### src/xvid_pkg.sv
// register numbers, clear-engine states and bus/memory widths shared by the blitter
`default_nettype none

package xvid_pkg;

    localparam int VRAM_AW = 16;                // vram address width
    localparam int WORD_W  = 16;                // register and vram word
    localparam int BYTE_W  = 8;                 // host bus width

    // host visible register numbers
    typedef enum logic [3:0] {
        RD_INC,                                 // read address increment
        WR_INC,                                 // write address increment
        RD_MOD,
        WR_MOD,
        WIDTH,
        RD_ADDR,                                // odd byte write starts a read
        WR_ADDR,
        DATA,                                   // odd byte write starts a write
        DATA_2,                                 // read word comes back here
        COUNT,
        VID_CTRL,
        VID_DATA,
        AUX_RD_ADDR,
        AUX_WR_ADDR,
        AUX_CTRL,
        AUX_DATA
    } xvid_reg_t;

    typedef enum logic [1:0] {
        INIT,                                   // one cycle to zero the address
        CLEAR,                                  // fill memory with clear value
        READY                                   // video on, host commands accepted
    } init_state_t;

endpackage

`default_nettype wire

### src/xvid_blitter.sv
// blitter top level, bus decode to register file to vram port, plus start-up clear
`default_nettype none
`timescale 1ns/1ns

module xvid_blitter import xvid_pkg::*; #(
    parameter int                CLEAR_WORDS = 65536,
    parameter logic [WORD_W-1:0] CLEAR_DATA  = 16'h1F20
) (
    input  logic               clk,
    input  logic               reset_i,
    input  logic               bus_cs_n_i,
    input  logic               bus_rd_nwr_i,
    input  logic [3:0]         bus_reg_num_i,
    input  logic               bus_bytesel_i,
    input  logic [BYTE_W-1:0]  bus_data_i,
    output logic [BYTE_W-1:0]  bus_data_o,
    input  logic               blit_cycle_i,    // 1 = blitter slot
    output logic               video_ena_o,
    output logic               vram_sel_o,
    output logic               vram_wr_o,
    output logic [VRAM_AW-1:0] vram_addr_o,
    input  logic [WORD_W-1:0]  vram_data_i,
    output logic [WORD_W-1:0]  vram_data_o
);

    xvid_reg_t          bus_reg_num;
    logic               wr_strobe;
    xvid_reg_t          wr_reg_num;
    logic               wr_odd;
    logic [WORD_W-1:0]  wr_word;
    logic               cmd_valid;
    logic               cmd_wr;
    logic [VRAM_AW-1:0] cmd_addr;
    logic [WORD_W-1:0]  cmd_data;
    logic               port_busy;
    logic               rd_done;
    logic               wr_done;
    logic [WORD_W-1:0]  rd_word;
    logic               init_req;
    logic [VRAM_AW-1:0] init_addr;
    logic [WORD_W-1:0]  init_data;
    logic               init_done;

    assign bus_reg_num = xvid_reg_t'(bus_reg_num_i);   // all 16 codes are named

    xvid_bus_decode u_decode (
        .clk(clk), .reset_i(reset_i),
        .bus_cs_n_i(bus_cs_n_i), .bus_rd_nwr_i(bus_rd_nwr_i),
        .bus_reg_num_i(bus_reg_num), .bus_bytesel_i(bus_bytesel_i), .bus_data_i(bus_data_i),
        .wr_strobe_o(wr_strobe), .wr_reg_num_o(wr_reg_num),
        .wr_odd_o(wr_odd), .wr_word_o(wr_word)
    );

    xvid_reg_file u_regs (
        .clk(clk), .reset_i(reset_i),
        .wr_strobe_i(wr_strobe), .wr_reg_num_i(wr_reg_num),
        .wr_odd_i(wr_odd), .wr_word_i(wr_word),
        .bus_reg_num_i(bus_reg_num), .bus_bytesel_i(bus_bytesel_i),
        .init_done_i(init_done), .port_busy_i(port_busy),
        .rd_done_i(rd_done), .wr_done_i(wr_done), .rd_word_i(rd_word),
        .bus_data_o(bus_data_o),
        .cmd_valid_o(cmd_valid), .cmd_wr_o(cmd_wr),
        .cmd_addr_o(cmd_addr), .cmd_data_o(cmd_data)
    );

    xvid_init_clear #(
        .CLEAR_WORDS(CLEAR_WORDS),
        .CLEAR_DATA(CLEAR_DATA)
    ) u_init (
        .clk(clk), .reset_i(reset_i), .wr_done_i(wr_done),
        .init_req_o(init_req), .init_addr_o(init_addr), .init_data_o(init_data),
        .init_done_o(init_done), .video_ena_o(video_ena_o)
    );

    xvid_vram_port u_port (
        .clk(clk), .reset_i(reset_i), .blit_cycle_i(blit_cycle_i),
        .init_req_i(init_req), .init_addr_i(init_addr), .init_data_i(init_data),
        .cmd_valid_i(cmd_valid), .cmd_wr_i(cmd_wr),
        .cmd_addr_i(cmd_addr), .cmd_data_i(cmd_data),
        .vram_data_i(vram_data_i),
        .vram_sel_o(vram_sel_o), .vram_wr_o(vram_wr_o),
        .vram_addr_o(vram_addr_o), .vram_data_o(vram_data_o),
        .port_busy_o(port_busy), .rd_done_o(rd_done),
        .rd_word_o(rd_word), .wr_done_o(wr_done)
    );

endmodule

`default_nettype wire

### src/xvid_bus_decode.sv
// host bus byte sampling, even byte latch and registered word write event
`default_nettype none
`timescale 1ns/1ns

module xvid_bus_decode import xvid_pkg::*; (
    input  logic              clk,
    input  logic              reset_i,
    input  logic              bus_cs_n_i,       // chip select, active low
    input  logic              bus_rd_nwr_i,     // 1 = read, 0 = write
    input  xvid_reg_t         bus_reg_num_i,
    input  logic              bus_bytesel_i,    // 0 = even (high) byte
    input  logic [BYTE_W-1:0] bus_data_i,
    output logic              wr_strobe_o,      // one pulse per byte written
    output xvid_reg_t         wr_reg_num_o,
    output logic              wr_odd_o,
    output logic [WORD_W-1:0] wr_word_o         // even latch joined with new byte
);

    logic              byte_wr;
    logic [BYTE_W-1:0] even_q;                  // last even byte from the host

    assign byte_wr = !bus_cs_n_i && !bus_rd_nwr_i;  // every selected write cycle is one byte

    always_ff @(posedge clk) begin
        if (reset_i) begin
            wr_strobe_o <= 1'b0;
        end else begin
            wr_strobe_o <= byte_wr;
        end
    end

    // payload follows the strobe, held between writes
    always_ff @(posedge clk) begin
        if (byte_wr) begin
            wr_reg_num_o <= bus_reg_num_i;
            wr_odd_o     <= bus_bytesel_i;
            if (bus_bytesel_i) begin
                wr_word_o <= {even_q, bus_data_i};      // completes the word
            end else begin
                even_q    <= bus_data_i;
                wr_word_o <= {bus_data_i, bus_data_i};  // only the high half is used
            end
        end
    end

endmodule

`default_nettype wire

### src/xvid_init_clear.sv
// start-up vram clear engine and video enable
`default_nettype none
`timescale 1ns/1ns

module xvid_init_clear import xvid_pkg::*; #(
    parameter int                CLEAR_WORDS = 65536,
    parameter logic [WORD_W-1:0] CLEAR_DATA  = 16'h1F20
) (
    input  logic               clk,
    input  logic               reset_i,
    input  logic               wr_done_i,       // port finished a clear write
    output logic               init_req_o,
    output logic [VRAM_AW-1:0] init_addr_o,
    output logic [WORD_W-1:0]  init_data_o,
    output logic               init_done_o,
    output logic               video_ena_o
);

    localparam logic [VRAM_AW-1:0] LAST_ADDR = VRAM_AW'(CLEAR_WORDS - 1);

    init_state_t        state_q;
    logic [VRAM_AW-1:0] addr_q;

    always_ff @(posedge clk) begin
        if (reset_i) begin
            state_q <= INIT;
        end else begin
            case (state_q)
                INIT: begin
                    state_q <= CLEAR;
                end
                CLEAR: begin
                    if (wr_done_i && addr_q == LAST_ADDR) begin
                        state_q <= READY;
                    end
                end
                default: begin
                    state_q <= READY;           // stays until reset
                end
            endcase
        end
    end

    always_ff @(posedge clk) begin
        if (state_q == INIT) begin
            addr_q <= '0;
        end else if (state_q == CLEAR && wr_done_i) begin
            addr_q <= addr_q + 1'b1;
        end
    end

    assign init_req_o  = (state_q == CLEAR);    // level, port picks it up when idle
    assign init_addr_o = addr_q;
    assign init_data_o = CLEAR_DATA;
    assign init_done_o = (state_q == READY);
    assign video_ena_o = (state_q == READY);

endmodule

`default_nettype wire

### src/xvid_reg_file.sv
// register bank 0-7, address auto increment, vram command issue and bus read mux
`default_nettype none
`timescale 1ns/1ns

module xvid_reg_file import xvid_pkg::*; (
    input  logic               clk,
    input  logic               reset_i,
    input  logic               wr_strobe_i,
    input  xvid_reg_t          wr_reg_num_i,
    input  logic               wr_odd_i,
    input  logic [WORD_W-1:0]  wr_word_i,
    input  xvid_reg_t          bus_reg_num_i,
    input  logic               bus_bytesel_i,
    input  logic               init_done_i,
    input  logic               port_busy_i,
    input  logic               rd_done_i,
    input  logic               wr_done_i,
    input  logic [WORD_W-1:0]  rd_word_i,
    output logic [BYTE_W-1:0]  bus_data_o,
    output logic               cmd_valid_o,     // one cycle pulse to the port
    output logic               cmd_wr_o,        // 1 = write, 0 = read
    output logic [VRAM_AW-1:0] cmd_addr_o,
    output logic [WORD_W-1:0]  cmd_data_o
);

    localparam logic [2:0] I_RD_INC  = 3'(RD_INC);
    localparam logic [2:0] I_WR_INC  = 3'(WR_INC);
    localparam logic [2:0] I_RD_ADDR = 3'(RD_ADDR);
    localparam logic [2:0] I_WR_ADDR = 3'(WR_ADDR);

    logic [WORD_W-1:0] regs_q [0:7];
    logic [WORD_W-1:0] data2_q;                 // last word read from vram
    logic [WORD_W-1:0] rd_sel;
    logic              host_wr;
    logic              can_issue;

    assign host_wr   = wr_strobe_i && init_done_i;  // host ignored while memory clears
    assign can_issue = host_wr && wr_odd_i && !port_busy_i && !cmd_valid_o;

    always_ff @(posedge clk) begin
        if (reset_i) begin
            for (int i = 0; i < 8; i++) begin
                regs_q[i] <= '0;
            end
            data2_q     <= '0;
            cmd_valid_o <= 1'b0;
            cmd_wr_o    <= 1'b0;
        end else begin
            cmd_valid_o <= 1'b0;
            if (!init_done_i) begin
                regs_q[I_WR_INC] <= 16'h0001;   // default step during start-up
            end
            if (rd_done_i) begin
                data2_q           <= rd_word_i;
                regs_q[I_RD_ADDR] <= regs_q[I_RD_ADDR] + regs_q[I_RD_INC];
            end
            if (wr_done_i && init_done_i) begin     // clear writes do not move WR_ADDR
                regs_q[I_WR_ADDR] <= regs_q[I_WR_ADDR] + regs_q[I_WR_INC];
            end
            if (host_wr && !wr_reg_num_i[3]) begin
                if (wr_odd_i) begin
                    regs_q[wr_reg_num_i[2:0]][7:0]  <= wr_word_i[7:0];
                end else begin
                    regs_q[wr_reg_num_i[2:0]][15:8] <= wr_word_i[15:8];
                end
            end
            if (can_issue) begin
                case (wr_reg_num_i)
                    RD_ADDR: begin
                        cmd_valid_o <= 1'b1;
                        cmd_wr_o    <= 1'b0;
                        cmd_addr_o  <= {regs_q[I_RD_ADDR][15:8], wr_word_i[7:0]};
                    end
                    DATA, DATA_2: begin
                        cmd_valid_o <= 1'b1;
                        cmd_wr_o    <= 1'b1;
                        cmd_addr_o  <= regs_q[I_WR_ADDR];
                        cmd_data_o  <= wr_word_i;
                    end
                    default: begin
                    end
                endcase
            end
        end
    end

    // fresh read word bypasses the store so DATA_2 shows it a cycle earlier
    always_comb begin
        rd_sel = '0;
        if (!bus_reg_num_i[3]) begin
            rd_sel = regs_q[bus_reg_num_i[2:0]];
        end else if (bus_reg_num_i == DATA_2) begin
            rd_sel = rd_done_i ? rd_word_i : data2_q;
        end
        bus_data_o = bus_bytesel_i ? rd_sel[7:0] : rd_sel[15:8];
    end

    // port takes one access at a time, commands must never hit a held access
    cmd_while_busy_a: assert property (@(posedge clk) disable iff (reset_i)
        !(cmd_valid_o && port_busy_i));

endmodule

`default_nettype wire

### src/xvid_vram_port.sv
// slot granted vram access holder with read data capture
`default_nettype none
`timescale 1ns/1ns

module xvid_vram_port import xvid_pkg::*; (
    input  logic               clk,
    input  logic               reset_i,
    input  logic               blit_cycle_i,    // slot grant from the video side
    input  logic               init_req_i,
    input  logic [VRAM_AW-1:0] init_addr_i,
    input  logic [WORD_W-1:0]  init_data_i,
    input  logic               cmd_valid_i,
    input  logic               cmd_wr_i,
    input  logic [VRAM_AW-1:0] cmd_addr_i,
    input  logic [WORD_W-1:0]  cmd_data_i,
    input  logic [WORD_W-1:0]  vram_data_i,
    output logic               vram_sel_o,
    output logic               vram_wr_o,
    output logic [VRAM_AW-1:0] vram_addr_o,
    output logic [WORD_W-1:0]  vram_data_o,
    output logic               port_busy_o,
    output logic               rd_done_o,
    output logic [WORD_W-1:0]  rd_word_o,
    output logic               wr_done_o
);

    logic grant;
    logic rd_wait_q;                            // memory presents read data this cycle
    logic take_init;
    logic take_cmd;

    assign grant       = vram_sel_o && blit_cycle_i;
    // busy through the done pulse so a level request is not taken twice
    assign port_busy_o = vram_sel_o || rd_wait_q || rd_done_o || wr_done_o;
    assign take_init   = !port_busy_o && init_req_i;   // clear has priority
    assign take_cmd    = !port_busy_o && !init_req_i && cmd_valid_i;

    always_ff @(posedge clk) begin
        if (reset_i) begin
            vram_sel_o <= 1'b0;
            vram_wr_o  <= 1'b0;
            rd_wait_q  <= 1'b0;
            rd_done_o  <= 1'b0;
            wr_done_o  <= 1'b0;
        end else begin
            wr_done_o <= grant && vram_wr_o;
            rd_wait_q <= grant && !vram_wr_o;
            rd_done_o <= rd_wait_q;
            if (grant) begin
                vram_sel_o <= 1'b0;
                vram_wr_o  <= 1'b0;
            end else if (take_init) begin
                vram_sel_o <= 1'b1;
                vram_wr_o  <= 1'b1;
            end else if (take_cmd) begin
                vram_sel_o <= 1'b1;
                vram_wr_o  <= cmd_wr_i;
            end
        end
    end

    always_ff @(posedge clk) begin
        if (take_init) begin
            vram_addr_o <= init_addr_i;
            vram_data_o <= init_data_i;
        end else if (take_cmd) begin
            vram_addr_o <= cmd_addr_i;
            vram_data_o <= cmd_data_i;
        end
        if (rd_wait_q) begin
            rd_word_o <= vram_data_i;
        end
    end

    // held access must not change until the slot grant ends it
    hold_stable_a: assert property (@(posedge clk) disable iff (reset_i)
        vram_sel_o && !blit_cycle_i |=>
            vram_sel_o && $stable(vram_addr_o) && $stable(vram_data_o));

endmodule

`default_nettype wire

### config.mk
export PLATFORM = sky130hd
export DESIGN_NAME = xvid_blitter
export DESIGN_NICKNAME = d
export VERILOG_FILES = /design/src/xvid_pkg.sv /design/src/xvid_blitter.sv /design/src/xvid_bus_decode.sv /design/src/xvid_init_clear.sv /design/src/xvid_reg_file.sv /design/src/xvid_vram_port.sv
export SDC_FILE = /design/constraint.sdc
export NUM_CORES = 1
export LEC_CHECK = 0
export ABC_AREA = 1
export BUFFER_PORTS_ARGS = -buffer_cell sky130_fd_sc_hd__buf_2
export CORE_ASPECT_RATIO = 0.7
export CORE_MARGIN = 5
export CORE_UTILIZATION = 48
export DETAILED_ROUTE_END_ITERATION = 16
export GPL_TIMING_DRIVEN = 1
export PLACE_DENSITY = 0.67
export SYNTH_ARGS = -nofsm -noshare
export SYNTH_HDL_FRONTEND = slang
export SYNTH_SLANG_ARGS = --single-unit
### constraint.sdc
create_clock -name clk -period 7.71 [get_ports clk]
set_clock_uncertainty 0.05 [all_clocks]
set_input_delay 1.542 -clock clk [delete_from_list [all_inputs] [get_ports clk]]
set_output_delay 1.542 -clock clk [all_outputs]
set_load 0.05 [all_outputs]
# [Word-level counts from Yosys, hierarchy flattened]
# Memories as Yosys holds them, arrays and structs flattened.
# Index checks and enable logic that the tools add are counted.
[classes] n_addsub=3 mul=0 n_div=0 order_cmp=0 eq_ne=10 n_shift=0 n_mux=41 bitwise=18 reduce_logical=37
[op_table] operator="$mux 16" count=10
[op_table] operator="$add 16x16->16" count=2
[op_table] operator="$pmux 16 s2" count=1
[op_table] operator="$mux 1" count=24
[op_table] operator="$add 16x1->16 const B" count=1
[op_table] operator="$eq 16x16->1 const B" count=1
[op_table] operator="$reduce_or 16->1" count=1
[op_table] operator="$logic_and 1x1->1" count=15
[op_table] operator="$and 1x1->1" count=8
[op_table] operator="$eq 4x3->1 const B" count=2
[op_table] operator="$eq 4x4->1 const B" count=2
[op_table] operator="$mux 8" count=1
[op_table] operator="$logic_not 1->1" count=7
[op_table] operator="$not 1->1" count=7
[op_table] operator="$eq 3x3->1 const A" count=2
[op_table] operator="$reduce_and 3->1" count=2
[op_table] operator="$reduce_or 2->1" count=3
[op_table] operator="$mux 2" count=2
[op_table] operator="$pmux 2 s2" count=1
[op_table] operator="$reduce_and 2->1" count=2
[op_table] operator="$reduce_bool 2->1" count=2
[op_table] operator="$logic_or 1x1->1" count=3
[op_table] operator="$mux 3" count=1
[op_table] operator="$or 1x1->1" count=3
[op_table] operator="6 further kinds" count=6
[totals] reg_bits=151 latch_bits=0 ram_bits=128 romBits=0 inputBits=34 out_inout_bits=43 elab_cells=130 n_memories=1
[mem_list] memory="u_regs.regs_q" words=8 word_bits=16 rd=5 rd_clocked_by_memory_dff=0 write_ports=8 line="xvid_reg_file.sv:31" rtl="logic [WORD_W-1:0] regs_q [0:7];"

# [Longest topological paths before layout]
# Gate-level depths: netlist (run 1).
[depth] word_depth=9 depth_mapped=11

# [By module]
# Synthesis (run 1) repeated with hierarchy kept, for this count alone.
[unflattened] hier_cells=1596 hier_area_um2=14148.6
[by_module_without_submodules] mod="xvid_reg_file" n_inst=1 cells_per_inst=1196 area_per_inst_um2=9888.2
[by_module_without_submodules] mod="xvid_vram_port" n_inst=1 cells_per_inst=182 area_per_inst_um2=2178.3
[by_module_without_submodules] mod="xvid_init_clear" n_inst=1 cells_per_inst=156 area_per_inst_um2=1063.5
[by_module_without_submodules] mod="xvid_bus_decode" n_inst=1 cells_per_inst=62 area_per_inst_um2=1018.5

# [Least setup slack after synthesis (run 1)]
# No wires, ideal clock.
[synth_path] path_type="in2out" start="input bus_reg_num_i[2]" end="output bus_data_o[5]" t_arrival_ns=2.721 path_slack_ns=3.397 cell_stages=9 n_path_buf=2 cell_sequence="buf_2 clkinv_1 nand4_2 buf_4 nor2_1 nor2_1 nand2_1 nand2_1 inv_1"
[synth_via] elab_chain_cells=4
[synth_lines] item="start, declared" line="xvid_blitter.sv:13" rtl="input logic [3:0] bus_reg_num_i,"
[synth_lines] item="parallel branches: the longest is 2 deep, another holds $mem_v2 8x16"
[synth_lines] item="$mux 16 *" line="xvid_reg_file.sv:90" rtl="if (!bus_reg_num_i[3]) begin"
[synth_lines] item="$mux 8 *" line="xvid_reg_file.sv:95" rtl="bus_data_o = bus_bytesel_i ? rd_sel[7:0] : rd_sel[15:8];"
[synth_lines] item="end, declared" line="xvid_blitter.sv:16" rtl="output logic [BYTE_W-1:0] bus_data_o,"
# Mark *: on every way between the ends.

# [Worst setup path in the final report (run 1)]
[layout_path] start="input bus_reg_num_i[1]" end="output bus_data_o[3]"
# Same word-level chain as after synthesis.

==> results.md, run 1 <==
* Status: finished, final reports clean
* Commonest non-fill, non-tap cell in the layout: nand2_1
* Overflow after GRT at 0
* Mapped Avg Cell Area at 8.90 um2
* Sequential power share at 0.506
* First-pass GRT wire length at between 60000 and 70000 um
* Net switching power figure at 841 uW
* Critical Path RT at 6.12 ns
* Via count at around 11000
* Routability cong. at 0.968
* CTS tree: yes
* Maxcap violations at 0
* CTS Buf Count at 28
* Actual slew at the worst max-slew pin at between 1 and 1.5 ns
* Yosys warns at 0
* Pint at 2520 uW
* Syn_nets at 1607
* Mapped Area at 0.0137 mm2
* Max-slew headroom at 0.201
* Initial antenna violation count at 0
* Ys flop type: edfxtp_1
* H-tree levels at 1
* IO buf count at between 70 and 80
* Drt pass-1 iters at 6
* Switching Share at 0.251
* Combinational power share at 0.090
* WL per Instance at 19.9 um
* Post-CTS Resized at 0
* Post-synth EDFFs at 221
* Min-delay worst type: register to register
* Tot GR Track Use at 0.247
* Total core area at about 0.028 mm2
* Clk pin slew, worst setup/hold paths at 0.06 ns
* Fin cells at about 2000
* Worst path arrival time at 3.87 ns
* Largest net degree at the start of global routing at 75
* Final Cycle Share at 0.708
* CTS sink cnt at 279
* DPL Wire Length at 29600 um
* Vias in the first global route at 9971
* Post-Place Cells at slightly below 2000
* Ant. Diodes at 0
* Share of cells above drive strength 1 at 0.101
* Row count at 51
* Antenna Violating Nets Remaining at 0
* Worst Setup Start Kind: primary input
* Clk buf depth at 3
* RSZ-0062 raised after global routing: false
* Post-route minimum period at approximately 5.5 ns
* IO Pins at 77
* Final hold vios at 0
* FFs w/ async S/R, synth at 0
* Fmax at 183 MHz
* Post-CTS setup buffer count at 0
* Post-synth cell types at 42
* Crit path kind: primary input to output pin
* VDD IR max at 0.000122 V
* # hold bufs at CTS at 0
* Final TNS setup at 0 ns
* Initial Util at 0.490
* Slew Limit Fails at 0
* Worst Setup End Kind: output pin
* Final Net Count at 1671
* Vert. Die Dim at 151 um
* Die area at approximately 0.032 mm2
* Worst-path maximum fanout at between 40 and 50
* Area Growth Syn to Fin at 11.3%
* Total Wirelength at 39800 um
* Sequential share of the synthesized area at 0.569
* Die width at 212 um
* DRC at 0
* Leak at 0.00660 uW
* # setup viols final at 0
* CTS Root Cell: clkbuf_16
* Gate count after technology mapping at 1540
* DR iter-0 viols at 1445
* Overall power at between 3000 and 4000 uW
* FF+latch count, synth at 279
* PD cells at 220 mW/mm2
* Commonest non-fill, non-tap cells in the layout: nand2_1, nor2_1, edfxtp_1
* Clock power frac at 0.404
* Worst skew pair latency at roughly 0.55 ns
* Vias/cell at 5.56
[synthesized netlist by cell type (3+ instances only)]
cell type	n	share of area
nor2_1	299	0.082
nand2_2	12	0.0055
clkbuf_1	20	0.0055
xnor2_1	6	0.0038
o22ai_1	11	0.0050
nor4_1	3	0.0014
inv_1	148	0.041
clkinv_1	8	0.0022
buf_2	20	0.0073
nor3_2	3	0.0022
dfxtp_1	58	0.085
nor3_1	20	0.0073
buf_4	4	0.0022
nand3_1	97	0.035
o21ai_1	8	0.0029
inv_2	7	0.0019
nand2_4	6	0.0049
ha_1	31	0.028
nand4_1	8	0.0037
xor2_1	7	0.0045
a21oi_1	42	0.015
edfxtp_1	221	0.48
nand2_1	337	0.092
or2_2	3	0.0014
o211ai_1	12	0.0066
o21ai_0	111	0.041
nor2_4	4	0.0033
mux2i_1	16	0.012
nand3b_1	3	0.0016
[power groups by stage]
stage	Sequential [uW]	Combinational [uW]	Clock [uW]
final	1700	301	1360
after global routing	1700	328	1430
after CTS	1700	297	1370
after detailed placement	1730	296	0
after global placement	1730	294	0
after floorplan	1750	176	0
[kinds of logic after synthesis]
logic type	count (synthesis)	share of synthesized area
flops	279	0.569
fa+ha+maj	33	0.0312
xor+xnor	13	0.00831
simple gates	802	0.246
mux	16	0.0117
compound gates	187	0.0722
buf+inv	210	0.0611
[registers in the layout, indices dropped and copies added (netlist names)]
name,count
u_port.rd_word_o,16
u_decode.wr_odd_o,1
u_regs.cmd_wr_o,1
u_init.init_addr_o,16
u_port.vram_sel_o,1
u_decode.even_q,8
u_port.vram_wr_o,1
u_regs.data2_q,16
u_port.wr_done_o,1
u_regs.cmd_valid_o,1
u_decode.wr_word_o,16
u_decode.wr_strobe_o,1
u_regs.regs_q,128
u_port.rd_done_o,1
u_port.vram_addr_o,16
u_decode.wr_reg_num_o,4
u_regs.cmd_data_o,16
u_port.vram_data_o,16
u_port.rd_wait_q,1
u_init.state_q,2
u_regs.cmd_addr_o,16
[path summary, 6_finish.rpt]
kind | from | end | slack [ns] | depth (start not counted)
hold / removal | u_regs.cmd_data_o[9] | u_port.vram_data_o[9] | 0.40 | 2
setup / recovery | bus_reg_num_i[1] | bus_data_o[3] | 2.25 | 9
setup reg to reg | u_port.rd_wait_q | u_port.vram_sel_o | 4.67 | 7
hold reg to reg | u_regs.cmd_data_o[9] | u_port.vram_data_o[9] | 0.40 | 2
[worst max-delay path: stages]
cell,delay (ns)
buf_2,0.35
inv_1,0.67
nand4_2,0.51
nor2_1,0.24
nor2_1,0.05
nand2_1,0.12
nand2_1,0.06
inv_1,0.05
buf_2,0.25
[layout make-up]
class	instances	area, um2
sequential	279	7800
clock inverter	11	104
multi-input combinational	1051	5070
clock buffer	41	791
inverter	164	617
tap	371	464
fill	2540	12700
timing repair buffer	80	410
[layer usage]
layer  up-vias  global-route usage  wire, um
met1      5214               0.393     18500
met2       574               0.337     16000
li1       5240                   -         -
met4         0              0.0586      1100
met5         -                   0         0
met3        72              0.0590      4280
[stage by stage]
step	instance area (um2)	hold slack [ns]	util	worst slack, ns
2_1_floorplan	13700	0.369	-	3.40
3_3_place_gp	14400	0.389	0.514	2.41
3_5_place_dp	14400	0.392	0.514	2.29
4_1_cts	15300	0.410	0.546	2.30
5_1_grt	15300	0.444	0.546	2.05
6_report	15300	0.403	0.546	2.25
No activity file was read; power rests on OpenSTA's default activity.
==> run 2: changes to the inputs <==
- clock period: 7.71 -> 5.1 ns (I/O delays scaled with it)
==> run 2 against run 1 <==
Power grew 53%; wire length shrank 2.1%; sequential share of layout area down 0.27 points; worst hold slack lost 0.0067 ns; via count fell by 0.81%; largest power group unchanged.
==> results.md, run 2 (same netlist as run 1, synthesis figures left out) <==
* Die width at 212 um (unchanged)
* IO buf count at 76 (unchanged)
* CP peak stage delay at 0.62 ns (-0.05 ns)
* RR Startpoint: u_port.rd_done_o
* CTS Buf Count at 29 (+3.6%)
* Ant. Diodes at 0 (unchanged)
* Antenna Violating Nets Remaining at 0 (unchanged)
* Overflow after GRT at 0 (unchanged)
* Fmax at 233 MHz
* CTS tree: yes
* Final Cycle Share at 0.841
* PD cells at 335 mW/mm2 (+52%)
* CP startpoint: bus_reg_num_i[0]
* Final hold vios at 0 (unchanged)
* RR Endpoint: u_port.vram_sel_o
* Max reg flops at 128 (unchanged)
* WL per Instance at 19.5 um (-2.3%)
* Post-CTS setup buffer count at 0 (unchanged)
* Vert. Die Dim at 151 um (unchanged)
* Initial antenna violation count at 2 (+2)
* Initial Util at 0.490 (unchanged)
* Clk pin slew, worst setup/hold paths at 0.06 ns (about the same)
* Critical Path RT at 4.03 ns (-2.09 ns)
* Worst path arrival time at 3.22 ns (-0.65 ns)
* First-pass GRT wire length at 60300 um (-0.31%)
* Final TNS setup at 0 ns (unchanged)
* CTS Root Cell: clkbuf_16
* Critical-path cell list: buf_2, inv_2, nand4_2, nor2_1, nor2_1, nand2_1, nand2_1, inv_1, buf_2
* Max-slew headroom at 0.207 (+0.00518)
* R2R cell count at 8 (+1)
* Crit path kind: primary input to output pin
* Row count at 51 (unchanged)
* IO Pins at 77 (unchanged)
* Most flops, register: u_regs.regs_q
* Tot GR Track Use at 0.244 (-0.00321)
* Worst skew pair latency at 0.55 ns (about the same)
* DR iter-0 viols at 1368 (-5.3%)
* Largest net degree at the start of global routing at 47 (-37%)
* RSZ-0062 raised after global routing: false
* Clk buf depth at 3 (unchanged)
* Slew Limit Fails at 0 (unchanged)
* Actual slew at the worst max-slew pin at 1.19 ns (-0.00775 ns)
* Maxcap violations at 0 (unchanged)
* Post-Place Cells at 1948 (+0.15%)
* R2R Setup Slk at 1.76 ns (-2.91 ns)
* Via count at 11000 (-0.81%)
* Final Net Count at 1675 (+0.24%)
* Total core area at 0.0279 mm2 (unchanged)
* Die area at 0.0321 mm2 (unchanged)
* Worst Setup Start Kind: primary input
* Routability cong. at 1.06 (+9.5%)
* VDD IR max at 0.000191 V (+56%)
* # hold bufs at CTS at 0 (unchanged)
* H-tree levels at 1 (unchanged)
* Vias in the first global route at 10200 (+2.1%)
* Drt pass-1 iters at 6 (unchanged)
* # setup viols final at 0 (unchanged)
* CP endpoint: bus_data_o[1]
* Worst Setup End Kind: output pin
* Status: finished, final reports clean
* Post-route minimum period at 4.29 ns
* Share of cells above drive strength 1 at 0.104 (+0.00343)
* Commonest non-fill, non-tap cells in the layout: nand2_1, nor2_1, edfxtp_1
* Leak at 0.00663 uW (+0.47%)
* DRC at 0 (unchanged)
* CTS sink cnt at 279 (unchanged)
* Worst-path maximum fanout at 43 (-2.3%)
* DPL Wire Length at 29100 um (-1.5%)
* Min-delay worst type: register to register
* Area Growth Syn to Fin at 11.9%
* Commonest non-fill, non-tap cell in the layout: nand2_1
* CP max-delay cell: inv_2
* Post-CTS Resized at 0 (unchanged)
* Fin cells at 2001 (+0.20%)
* Total Wirelength at 39000 um (-2.1%)
* Vias/cell at 5.50 (-1.0%)
[run 2: area by class of cell]
type	instances	area (um2)
clock buffers	43	872
clock inverters	10	81.3
fillers	2536	12600
inverters	164	617
multi-input cells	1051	5070
flip-flops and latches	279	7800
well taps	371	464
repair buffers	83	433
[run 2: routing by layer]
| layer | track usage | vias up | share of wire |
|---|---|---|---|
| li1 | - | 5242 | - |
| met1 | 0.386 | 5133 | 0.47 |
| met2 | 0.340 | 554 | 0.40 |
| met3 | 0.0538 | 77 | 0.11 |
| met4 | 0.0550 | 4 | 0.026 |
| met5 | 0 | - | 0.00054 |
[run 2: worst min path at each step]
stage / startpoint / to / slack, ns / cells after the start
after floorplan: u_regs.cmd_data_o[12] / u_port.vram_data_o[12] / 0.37 / 2
after global placement: u_regs.cmd_data_o[5] / u_port.vram_data_o[5] / 0.39 / 2
after detailed placement: u_regs.cmd_data_o[12] / u_port.vram_data_o[12] / 0.39 / 2
after CTS: u_regs.cmd_data_o[5] / u_port.vram_data_o[5] / 0.40 / 2
after global routing: u_decode.wr_word_o[4] / u_regs.cmd_data_o[4] / 0.43 / 0
final: u_regs.cmd_data_o[5] / u_port.vram_data_o[5] / 0.40 / 2
[run 2: power breakdown]
group | total, uW | internal [uW] | switching, uW | leakage, uW
clock | 2120 | 1230 | 887 | 0.000461
combinational | 452 | 109 | 343 | 0.00349
sequential | 2570 | 2520 | 49.8 | 0.00268
[run 2: worst max-delay path, delay by kind of cell]
family / cells / cell delay [ns]
AND/OR/NAND/NOR: 5 / 0.96
buffers and inverters: 4 / 1.22
[run 2: stage by stage]
stage / utilization / instance area [um2] / setup slack [ns] / hold slack (ns) / total power, uW
floorplan: - / 13700 / 1.83 / 0.369 / 2900
global placement: 0.515 / 14400 / 0.938 / 0.385 / 3050
detailed placement: 0.515 / 14400 / 0.886 / 0.386 / 3060
CTS: 0.549 / 15300 / 0.879 / 0.403 / 5150
global route: 0.549 / 15300 / 0.632 / 0.432 / 5310
finish: 0.549 / 15300 / 0.810 / 0.396 / 5140
